File: config.mk
export PLATFORM = sky130hd
export DESIGN_NAME = noc_mesh2d
export DESIGN_NICKNAME = d
export VERILOG_FILES = /design/src/hdl/noc_pkg.sv /design/src/hdl/noc_mesh2d.sv /design/src/hdl/noc_router.sv /design/src/hdl/noc_output_reg.sv /design/src/hdl/noc_switch_arbiter.sv /design/src/hdl/noc_route_decode.sv /design/src/hdl/noc_input_fifo.sv
export SDC_FILE = /design/constraint.sdc
export NUM_CORES = 2
export LEC_CHECK = 0
export ABC_AREA = 1
export BUFFER_PORTS_ARGS = -buffer_cell sky130_fd_sc_hd__buf_2
export CORE_MARGIN = 5
export CORE_UTILIZATION = 50
export CTS_BUF_LIST = sky130_fd_sc_hd__clkbuf_4 sky130_fd_sc_hd__clkbuf_8
export CTS_CLUSTER_SIZE = 28
export DETAILED_ROUTE_END_ITERATION = 10
export PLACE_DENSITY = 0.64
export SYNTH_ARGS = -nofsm -noshare
export SYNTH_HDL_FRONTEND = slang
export SYNTH_SLANG_ARGS = --single-unit
File: constraint.sdc
create_clock -name clk -period 13.7 [get_ports clk]
set_input_delay 2.74 -clock clk [delete_from_list [all_inputs] [get_ports clk]]
set_output_delay 2.74 -clock clk [all_outputs]
set_load 0.02 [all_outputs]
File: src/hdl/noc_pkg.sv
`default_nettype none

package noc_pkg;

  ////////////////////
  // Sizes

  // Width of one data word in a flit
  localparam int FLIT_WIDTH = 32;

  // Width of one mesh coordinate
  localparam int COORD_W = 4;

  // Local plus four neighbours
  localparam int NUM_PORTS = 5;

  ////////////////////
  // Port indexes

  // Used for the wiring arrays and for the one-hot request bits
  localparam int PORT_LOCAL = 0;
  localparam int PORT_NORTH = 1;
  localparam int PORT_EAST  = 2;
  localparam int PORT_SOUTH = 3;
  localparam int PORT_WEST  = 4;

  ////////////////////
  // Flit types

  // One-hot output select, zero when nothing is requested
  typedef logic [NUM_PORTS-1:0] port_req_t;

  // First flit of a packet
  typedef struct packed {
    logic [COORD_W-1:0] dst_x;
    logic [COORD_W-1:0] dst_y;
    logic [COORD_W-1:0] src_x;
    logic [COORD_W-1:0] src_y;
    logic [15:0]        tag;
  } flit_header_t;

  // Same word, read as a header or as payload
  typedef union packed {
    flit_header_t          hdr;
    logic [FLIT_WIDTH-1:0] data;
  } flit_word_u;

  // Link payload
  typedef struct packed {
    flit_word_u word;
    logic       last;
  } flit_t;

endpackage

`default_nettype wire
File: src/hdl/noc_mesh2d.sv
`timescale 1ns/1ps
`default_nettype none

module noc_mesh2d import noc_pkg::*; #(
  parameter int  X_NODES      = 2,
  parameter int  Y_NODES      = 2,
  parameter int  BUFFER_DEPTH = 4,
  localparam int NODES        = X_NODES * Y_NODES
) (
  input  logic              clk,
  input  logic              rst_n,

  // Local port of each node, indexed x + y * X_NODES
  input  flit_t [NODES-1:0] in_flit,
  input  logic  [NODES-1:0] in_valid,
  output logic  [NODES-1:0] in_ready,

  output flit_t [NODES-1:0] out_flit,
  output logic  [NODES-1:0] out_valid,
  input  logic  [NODES-1:0] out_ready
);

  wire flit_t [NUM_PORTS-1:0] node_in_flit   [NODES];
  wire logic  [NUM_PORTS-1:0] node_in_valid  [NODES];
  wire logic  [NUM_PORTS-1:0] node_in_ready  [NODES];
  wire flit_t [NUM_PORTS-1:0] node_out_flit  [NODES];
  wire logic  [NUM_PORTS-1:0] node_out_valid [NODES];
  wire logic  [NUM_PORTS-1:0] node_out_ready [NODES];

  for (genvar y = 0; y < Y_NODES; y++) begin : g_y
    for (genvar x = 0; x < X_NODES; x++) begin : g_x
      localparam int N = x + y * X_NODES;

      noc_router #(
        .X_POS        (x),
        .Y_POS        (y),
        .BUFFER_DEPTH (BUFFER_DEPTH)
      ) u_router (
        .clk       (clk),
        .rst_n     (rst_n),
        .in_flit   (node_in_flit[N]),
        .in_valid  (node_in_valid[N]),
        .in_ready  (node_in_ready[N]),
        .out_flit  (node_out_flit[N]),
        .out_valid (node_out_valid[N]),
        .out_ready (node_out_ready[N])
      );

      // Local port to the top-level pins
      assign node_in_flit[N][PORT_LOCAL]   = in_flit[N];
      assign node_in_valid[N][PORT_LOCAL]  = in_valid[N];
      assign in_ready[N]                   = node_in_ready[N][PORT_LOCAL];
      assign out_flit[N]                   = node_out_flit[N][PORT_LOCAL];
      assign out_valid[N]                  = node_out_valid[N][PORT_LOCAL];
      assign node_out_ready[N][PORT_LOCAL] = out_ready[N];

      ////////////////////
      // East and west neighbours

      if (x < X_NODES - 1) begin : g_east
        assign node_in_flit[N][PORT_EAST]   = node_out_flit[N+1][PORT_WEST];
        assign node_in_valid[N][PORT_EAST]  = node_out_valid[N+1][PORT_WEST];
        assign node_out_ready[N][PORT_EAST] = node_in_ready[N+1][PORT_WEST];
      end else begin : g_east_edge
        assign node_in_flit[N][PORT_EAST]   = '0;
        assign node_in_valid[N][PORT_EAST]  = 1'b0;
        assign node_out_ready[N][PORT_EAST] = 1'b0;
      end

      if (x > 0) begin : g_west
        assign node_in_flit[N][PORT_WEST]   = node_out_flit[N-1][PORT_EAST];
        assign node_in_valid[N][PORT_WEST]  = node_out_valid[N-1][PORT_EAST];
        assign node_out_ready[N][PORT_WEST] = node_in_ready[N-1][PORT_EAST];
      end else begin : g_west_edge
        assign node_in_flit[N][PORT_WEST]   = '0;
        assign node_in_valid[N][PORT_WEST]  = 1'b0;
        assign node_out_ready[N][PORT_WEST] = 1'b0;
      end

      ////////////////////
      // North is y + 1

      if (y < Y_NODES - 1) begin : g_north
        assign node_in_flit[N][PORT_NORTH]   = node_out_flit[N+X_NODES][PORT_SOUTH];
        assign node_in_valid[N][PORT_NORTH]  = node_out_valid[N+X_NODES][PORT_SOUTH];
        assign node_out_ready[N][PORT_NORTH] = node_in_ready[N+X_NODES][PORT_SOUTH];
      end else begin : g_north_edge
        assign node_in_flit[N][PORT_NORTH]   = '0;
        assign node_in_valid[N][PORT_NORTH]  = 1'b0;
        assign node_out_ready[N][PORT_NORTH] = 1'b0;
      end

      if (y > 0) begin : g_south
        assign node_in_flit[N][PORT_SOUTH]   = node_out_flit[N-X_NODES][PORT_NORTH];
        assign node_in_valid[N][PORT_SOUTH]  = node_out_valid[N-X_NODES][PORT_NORTH];
        assign node_out_ready[N][PORT_SOUTH] = node_in_ready[N-X_NODES][PORT_NORTH];
      end else begin : g_south_edge
        assign node_in_flit[N][PORT_SOUTH]   = '0;
        assign node_in_valid[N][PORT_SOUTH]  = 1'b0;
        assign node_out_ready[N][PORT_SOUTH] = 1'b0;
      end
    end
  end

endmodule

`default_nettype wire

File: src/hdl/noc_router.sv
`timescale 1ns/1ps
`default_nettype none

module noc_router import noc_pkg::*; #(
  parameter int X_POS        = 0,
  parameter int Y_POS        = 0,
  parameter int BUFFER_DEPTH = 4
) (
  input  logic                  clk,
  input  logic                  rst_n,

  input  flit_t [NUM_PORTS-1:0] in_flit,
  input  logic  [NUM_PORTS-1:0] in_valid,
  output logic  [NUM_PORTS-1:0] in_ready,

  output flit_t [NUM_PORTS-1:0] out_flit,
  output logic  [NUM_PORTS-1:0] out_valid,
  input  logic  [NUM_PORTS-1:0] out_ready
);

  flit_t     [NUM_PORTS-1:0] head_flit;
  logic      [NUM_PORTS-1:0] head_valid;
  logic      [NUM_PORTS-1:0] pop;
  port_req_t [NUM_PORTS-1:0] req;

  // Switch side of the output stages
  flit_t     [NUM_PORTS-1:0] xbar_flit;
  logic      [NUM_PORTS-1:0] xbar_valid;
  logic      [NUM_PORTS-1:0] xbar_ready;

  for (genvar p = 0; p < NUM_PORTS; p++) begin : g_port
    // Buffer stage
    noc_input_fifo #(
      .BUFFER_DEPTH (BUFFER_DEPTH)
    ) u_fifo (
      .clk        (clk),
      .rst_n      (rst_n),
      .in_flit    (in_flit[p]),
      .in_valid   (in_valid[p]),
      .in_ready   (in_ready[p]),
      .head_flit  (head_flit[p]),
      .head_valid (head_valid[p]),
      .pop        (pop[p])
    );

    // Decode stage
    noc_route_decode #(
      .X_POS (X_POS),
      .Y_POS (Y_POS)
    ) u_decode (
      .clk        (clk),
      .rst_n      (rst_n),
      .head_flit  (head_flit[p]),
      .head_valid (head_valid[p]),
      .pop        (pop[p]),
      .req        (req[p])
    );

    // Result stage
    noc_output_reg u_out (
      .clk       (clk),
      .rst_n     (rst_n),
      .in_flit   (xbar_flit[p]),
      .in_valid  (xbar_valid[p]),
      .in_ready  (xbar_ready[p]),
      .out_flit  (out_flit[p]),
      .out_valid (out_valid[p]),
      .out_ready (out_ready[p])
    );
  end

  // Execute stage
  noc_switch_arbiter u_switch (
    .clk       (clk),
    .rst_n     (rst_n),
    .req       (req),
    .in_flit   (head_flit),
    .pop       (pop),
    .out_flit  (xbar_flit),
    .out_valid (xbar_valid),
    .out_ready (xbar_ready)
  );

endmodule

`default_nettype wire

File: src/hdl/noc_output_reg.sv
`timescale 1ns/1ps
`default_nettype none

module noc_output_reg import noc_pkg::*; (
  input  logic  clk,
  input  logic  rst_n,

  input  flit_t in_flit,
  input  logic  in_valid,
  output logic  in_ready,

  output flit_t out_flit,
  output logic  out_valid,
  input  logic  out_ready
);

  flit_t data_q;
  logic  full_q;

  // Room when empty or when the held flit leaves this cycle
  assign in_ready = !full_q || out_ready;

  assign out_flit  = data_q;
  assign out_valid = full_q;

  always_ff @(posedge clk) begin
    if (in_valid && in_ready) begin
      data_q <= in_flit;
    end
  end

  always_ff @(posedge clk) begin
    if (!rst_n) begin
      full_q <= 1'b0;
    end else if (in_valid && in_ready) begin
      full_q <= 1'b1;
    end else if (out_ready) begin
      full_q <= 1'b0;
    end
  end

endmodule

`default_nettype wire

File: src/hdl/noc_switch_arbiter.sv
`timescale 1ns/1ps
`default_nettype none

module noc_switch_arbiter import noc_pkg::*; (
  input  logic                      clk,
  input  logic                      rst_n,

  // One request vector and head flit per input
  input  port_req_t [NUM_PORTS-1:0] req,
  input  flit_t     [NUM_PORTS-1:0] in_flit,
  output logic      [NUM_PORTS-1:0] pop,

  // Granted flit per output
  output flit_t     [NUM_PORTS-1:0] out_flit,
  output logic      [NUM_PORTS-1:0] out_valid,
  input  logic      [NUM_PORTS-1:0] out_ready
);

  localparam int IDX_W = $clog2(NUM_PORTS);

  ////////////////////
  // Per-output state

  logic [NUM_PORTS-1:0] lock_valid;
  logic [IDX_W-1:0]     lock_owner [NUM_PORTS];
  logic [IDX_W-1:0]     rr_ptr     [NUM_PORTS];

  logic [NUM_PORTS-1:0] grant_valid;
  logic [IDX_W-1:0]     grant_idx  [NUM_PORTS];
  logic [NUM_PORTS-1:0] xfer;

  ////////////////////
  // Arbitration

  // A locked output only serves its owner, otherwise search after the pointer
  always_comb begin
    int cand;
    cand = 0;
    for (int o = 0; o < NUM_PORTS; o++) begin
      grant_valid[o] = 1'b0;
      grant_idx[o]   = lock_owner[o];
      if (lock_valid[o]) begin
        grant_valid[o] = req[lock_owner[o]][o];
      end else begin
        for (int k = 1; k <= NUM_PORTS; k++) begin
          cand = (int'(rr_ptr[o]) + k) % NUM_PORTS;
          if (!grant_valid[o] && req[cand][o]) begin
            grant_valid[o] = 1'b1;
            grant_idx[o]   = IDX_W'(cand);
          end
        end
      end
    end
  end

  assign xfer = grant_valid & out_ready;

  ////////////////////
  // Crossbar

  always_comb begin
    for (int o = 0; o < NUM_PORTS; o++) begin
      out_flit[o] = in_flit[grant_idx[o]];
    end
  end

  assign out_valid = grant_valid;

  // Requests are one-hot, so each input moves through at most one output
  always_comb begin
    pop = '0;
    for (int o = 0; o < NUM_PORTS; o++) begin
      if (xfer[o]) begin
        pop[grant_idx[o]] = 1'b1;
      end
    end
  end

  ////////////////////
  // Wormhole lock

  always_ff @(posedge clk) begin
    if (!rst_n) begin
      lock_valid <= '0;
      for (int o = 0; o < NUM_PORTS; o++) begin
        lock_owner[o] <= '0;
        rr_ptr[o]     <= '0;
      end
    end else begin
      for (int o = 0; o < NUM_PORTS; o++) begin
        if (xfer[o]) begin
          if (out_flit[o].last) begin
            // Packet done, the owner drops to lowest priority
            lock_valid[o] <= 1'b0;
            rr_ptr[o]     <= grant_idx[o];
          end else begin
            lock_valid[o] <= 1'b1;
            lock_owner[o] <= grant_idx[o];
          end
        end
      end
    end
  end

endmodule

`default_nettype wire

File: src/hdl/noc_route_decode.sv
`timescale 1ns/1ps
`default_nettype none

module noc_route_decode import noc_pkg::*; #(
  parameter int X_POS = 0,
  parameter int Y_POS = 0
) (
  input  logic      clk,
  input  logic      rst_n,

  input  flit_t     head_flit,
  input  logic      head_valid,
  input  logic      pop,

  output port_req_t req
);

  flit_header_t hdr;
  port_req_t    route_req;
  port_req_t    held_req;
  logic         expect_header;

  assign hdr = head_flit.word.hdr;

  // XY order: finish the x offset first, then y
  always_comb begin
    route_req = '0;
    if (hdr.dst_x > COORD_W'(X_POS)) begin
      route_req[PORT_EAST] = 1'b1;
    end else if (hdr.dst_x < COORD_W'(X_POS)) begin
      route_req[PORT_WEST] = 1'b1;
    end else if (hdr.dst_y > COORD_W'(Y_POS)) begin
      route_req[PORT_NORTH] = 1'b1;
    end else if (hdr.dst_y < COORD_W'(Y_POS)) begin
      route_req[PORT_SOUTH] = 1'b1;
    end else begin
      route_req[PORT_LOCAL] = 1'b1;
    end
  end

  // Data flits follow the route their header picked
  assign req = !head_valid ? '0 : (expect_header ? route_req : held_req);

  always_ff @(posedge clk) begin
    if (!rst_n) begin
      expect_header <= 1'b1;
      held_req      <= '0;
    end else if (pop) begin
      // The flit after a last is the next header
      expect_header <= head_flit.last;
      if (head_flit.last) begin
        held_req <= '0;
      end else if (expect_header) begin
        held_req <= route_req;
      end
    end
  end

endmodule

`default_nettype wire

File: src/hdl/noc_input_fifo.sv
`timescale 1ns/1ps
`default_nettype none

module noc_input_fifo import noc_pkg::*; #(
  parameter int BUFFER_DEPTH = 4
) (
  input  logic  clk,
  input  logic  rst_n,

  input  flit_t in_flit,
  input  logic  in_valid,
  output logic  in_ready,

  output flit_t head_flit,
  output logic  head_valid,
  input  logic  pop
);

  localparam int PTR_W = (BUFFER_DEPTH > 1) ? $clog2(BUFFER_DEPTH) : 1;
  localparam int CNT_W = $clog2(BUFFER_DEPTH + 1);

  flit_t            mem [BUFFER_DEPTH];
  logic [PTR_W-1:0] wr_ptr;
  logic [PTR_W-1:0] rd_ptr;
  logic [CNT_W-1:0] count;
  logic             push;
  logic             drop;

  assign in_ready   = (count != CNT_W'(BUFFER_DEPTH));
  assign head_valid = (count != '0);
  assign head_flit  = mem[rd_ptr];

  assign push = in_valid && in_ready;
  // Pop is only meaningful while something is buffered
  assign drop = pop && head_valid;

  // Storage
  always_ff @(posedge clk) begin
    if (push) begin
      mem[wr_ptr] <= in_flit;
    end
  end

  // Pointers wrap at the buffer depth, which need not be a power of two
  always_ff @(posedge clk) begin
    if (!rst_n) begin
      wr_ptr <= '0;
      rd_ptr <= '0;
      count  <= '0;
    end else begin
      if (push) begin
        wr_ptr <= (wr_ptr == PTR_W'(BUFFER_DEPTH - 1)) ? '0 : wr_ptr + 1'b1;
      end
      if (drop) begin
        rd_ptr <= (rd_ptr == PTR_W'(BUFFER_DEPTH - 1)) ? '0 : rd_ptr + 1'b1;
      end
      if (push && !drop) begin
        count <= count + 1'b1;
      end else if (drop && !push) begin
        count <= count - 1'b1;
      end
    end
  end

endmodule

`default_nettype wire

==> run metrics <==
via count=99249; largest net degree at the start of global routing=70; status=complete, no violations; CTS clk-pin slew, worst paths=60 ps; min setup slack post-route=6320 ps; Hold WC Path Type=register to register; Maximum Capacitance Violations=0; minimum clock period after layout=7380 ps; FF-to-FF Start=g_y[1].g_x[1].u_router.u_switch.rr_ptr[0][9]; cts bufs inserted=384; r2r worst-path depth=33; FFs w/ async S/R, synth=0%; Final setup viols=0; NumNets Final=14557; site row count=183; setup TNS=0 ps; cts repair resizes=0; commonest non-fill, non-tap cell in the layout=nand2_1; final worst path period share=53.9%; crit path max fanout=33; Final Skew=83.4 ps; clk buf depth=4; Ports=282; Die ar.=261000 sq um; Worst Tran Pin Value=1410 ps; Final ANT Viol Nets=0; mux share of post-synthesis cell area=0.0240%; CP startpoint kind=register; area occupied by multi-input gates=50400 sq um; hold depth=2; CTS root buffer=clkbuf_8; Fmax achieved=135 MHz; synth-to-layout area growth=9.54%; clock sinks=2320; CP arrival=8370 ps; initial antenna violation count=34; largest family of logic cells by synthesized area=simple AND/OR/NAND/NOR gates; height of the die=511 um; syn nets=14294; Worst EP required=14690 ps; CP max stage delay=740 ps; Slew Limit Headroom=5.73%; Simple-Gate Fraction of Synth Area=22.6%; H-Tree Depth=5; DR DRC count=0; synthesized area per cell=9.24 sq um; Hold Worst Slack=446 ps; Seq/Total Area, Yosys=53.8%; share of layout cells above drive strength 1=12.4%; synthesized instance count=13564; Worst Path Class, Setup=register to register; Main synth FF type=edfxtp_1; TritonRoute pass-1 iters=8; fillers=21827; routed wire length=365000 um; Avg WL per Cell=20.9 um; Netlist Area Pre-Place=125000 sq um; adder-cell share of the synthesized area=5.97%; dpl cells=16771; CTS tree=yes; vias in the first global route=93017; gr ovfl total=0; Final Max Slew Viols=0; Yosys reg bits=2320; Initial Util=50.3%; most frequent cells in the layout=nand2_1, edfxtp_1, inv_1, nand3_1, nor2_1; Slowest-stage cell, CP=nand3_2; Iter 0 DRT Violations=10448; Hold Fails Final Rpt=0; GR Util All Layers=26.9%; post-route insts no fill=17469; CORE AREA=249000 sq um; Synth Area in XOR/XNOR=1.06%; clock latency at the later pin of the worst-skew pair=1090 ps; R2R setup slack=6320 ps; register area=67500 sq um; routability congestion estimate=0.904; setup bufs post-CTS=0; Post-synth EDFFs=2100; I/O Buffers=281; HPWL after DPL=258000 um; RSZ-0062 raised after global routing=false; worst slack, placed=6350 ps; Synth Area in Compound Gates=10.4%; Synth warnings=0; Netlist cell types=81; hold_buf cts=0; endpoint class of the critical path=register; die width=511 um; first-pass GRT wire length=550000 um; average vias per placed instance=5.68
-- per-stage QoR --
stage	util (%)	area, sq um
floorplan	-	125000
global placement	52.0	130000
detailed placement	52.0	130000
CTS	55.1	137000
global route	55.1	137000
finish	55.1	137000
-- registers in the layout, indices dropped and copies added, names as in the netlist, 24 cells and up, named ones only --
name,flops
g_y.g_x.u_router.g_port.u_fifo.mem,1584
g_y.g_x.u_router.u_switch.lock_owner,60
g_y.g_x.u_router.g_port.u_fifo.count,36
g_y.g_x.u_router.g_port.u_decode.held_req,60
g_y.g_x.u_router.u_switch.rr_ptr,60
g_y.g_x.u_router.g_port.u_fifo.wr_ptr,24
g_y.g_x.u_router.g_port.u_fifo.rd_ptr,24
g_y.g_x.u_router.g_port.u_out.out_flit,396
-- worst max path at each step --
stage / from / end / slack, ps / depth (start not counted)
floorplan: g_y[0].g_x[1].u_router.u_switch.rr_ptr[0][0] / register / 7230 / 35
global placement: g_y[1].g_x[1].u_router.u_switch.rr_ptr[0][9] / register / 6640 / 37
detailed placement: g_y[1].g_x[1].u_router.u_switch.rr_ptr[0][9] / register / 6350 / 33
CTS: g_y[1].g_x[1].u_router.u_switch.rr_ptr[0][9] / register / 6370 / 33
global route: g_y[1].g_x[1].u_router.u_switch.rr_ptr[0][9] / register / 5650 / 37
finish: g_y[1].g_x[1].u_router.u_switch.rr_ptr[0][9] / register / 6320 / 33
-- cell type report --
| type | instances | area share, % |
|---|---|---|
| Clock buffer | 535 | 4.79 |
| Clock inverter | 145 | 0.788 |
| Timing Repair Buffer | 396 | 1.66 |
| Inverter | 1402 | 3.84 |
| Sequential cell | 2320 | 49.2 |
| Tap cell | 3330 | 3.04 |
| Multi-Input combinational cell | 9323 | 36.7 |
| Antenna cell | 18 | 0.0328 |
-- Yosys cell counts (6+ instances only) --
| library cell | number | share of area [%] |
|---|---|---|
| nor2_4 | 23 | 0.21 |
| inv_2 | 100 | 0.30 |
| nor2_2 | 47 | 0.23 |
| and2_1 | 11 | 0.055 |
| nand3_2 | 29 | 0.23 |
| o21ai_0 | 585 | 2.3 |
| dfxtp_1 | 220 | 3.5 |
| o31ai_1 | 30 | 0.18 |
| a32oi_1 | 76 | 0.53 |
| buf_4 | 34 | 0.20 |
| nand2_4 | 10 | 0.090 |
| o211ai_1 | 34 | 0.20 |
| a21o_1 | 10 | 0.060 |
| o21ai_2 | 21 | 0.15 |
| nor2_1 | 865 | 2.6 |
| o2111ai_1 | 7 | 0.049 |
| or2_2 | 226 | 1.1 |
| nand2_1 | 3896 | 12 |
| a31o_2 | 6 | 0.042 |
| buf_6 | 28 | 0.25 |
| o21ai_1 | 145 | 0.58 |
| nand4_1 | 129 | 0.64 |
| xor2_1 | 124 | 0.87 |
| a21oi_1 | 481 | 1.9 |
| a32o_1 | 265 | 2.1 |
| buf_2 | 84 | 0.34 |
| inv_1 | 1271 | 3.8 |
| nor3_1 | 62 | 0.25 |
| o221ai_1 | 109 | 0.76 |
| a21oi_2 | 51 | 0.36 |
| clkinv_1 | 27 | 0.081 |
| o22ai_1 | 80 | 0.40 |
| xnor2_1 | 19 | 0.13 |
| edfxtp_1 | 2100 | 50 |
| ha_1 | 572 | 5.7 |
| nand3b_1 | 70 | 0.42 |
| o21a_1 | 8 | 0.048 |
| a211oi_1 | 16 | 0.096 |
| nand2_2 | 103 | 0.51 |
| nand3_1 | 1092 | 4.4 |
| clkbuf_1 | 311 | 0.93 |
| buf_1 | 61 | 0.18 |
| fa_1 | 16 | 0.26 |
| o21bai_1 | 19 | 0.11 |
| a31oi_1 | 8 | 0.040 |
-- worst max-delay path, delay by kind of cell, from the launching register on --
kind                     cells  cell delay (ps)
AO/OA/AOI/OAI                3             1060
XOR/XNOR                     1              200
adder cells (fa/ha/maj)      5             1760
flip-flops                   1              710
buffers and inverters        9             1280
AND/OR/NAND/NOR             15             2290
-- layer usage --
metal	global-route usage, %	wire length (um)	vias to the layer above
li1	-	-	46941
met1	36.3	152000	47466
met2	42.4	166000	4120
met3	5.03	30300	708
met4	12.0	17300	14
met5	0	138	-
-- kinds of logic (layout without fill, tap and decap cells) --
group / Yosys count / after routing
simple gates: 6593 / 6593
compound gates: 1991 / 1991
buf+inv: 1921 / 2478
other cells: 0 / 18
xor+xnor: 148 / 148
fa+ha+maj: 588 / 588
flops: 2320 / 2320
mux: 3 / 3
Power is left out: the tool's default activity adds up to more than one toggle a clock period on the data nets, which glitch-free logic cannot reach.
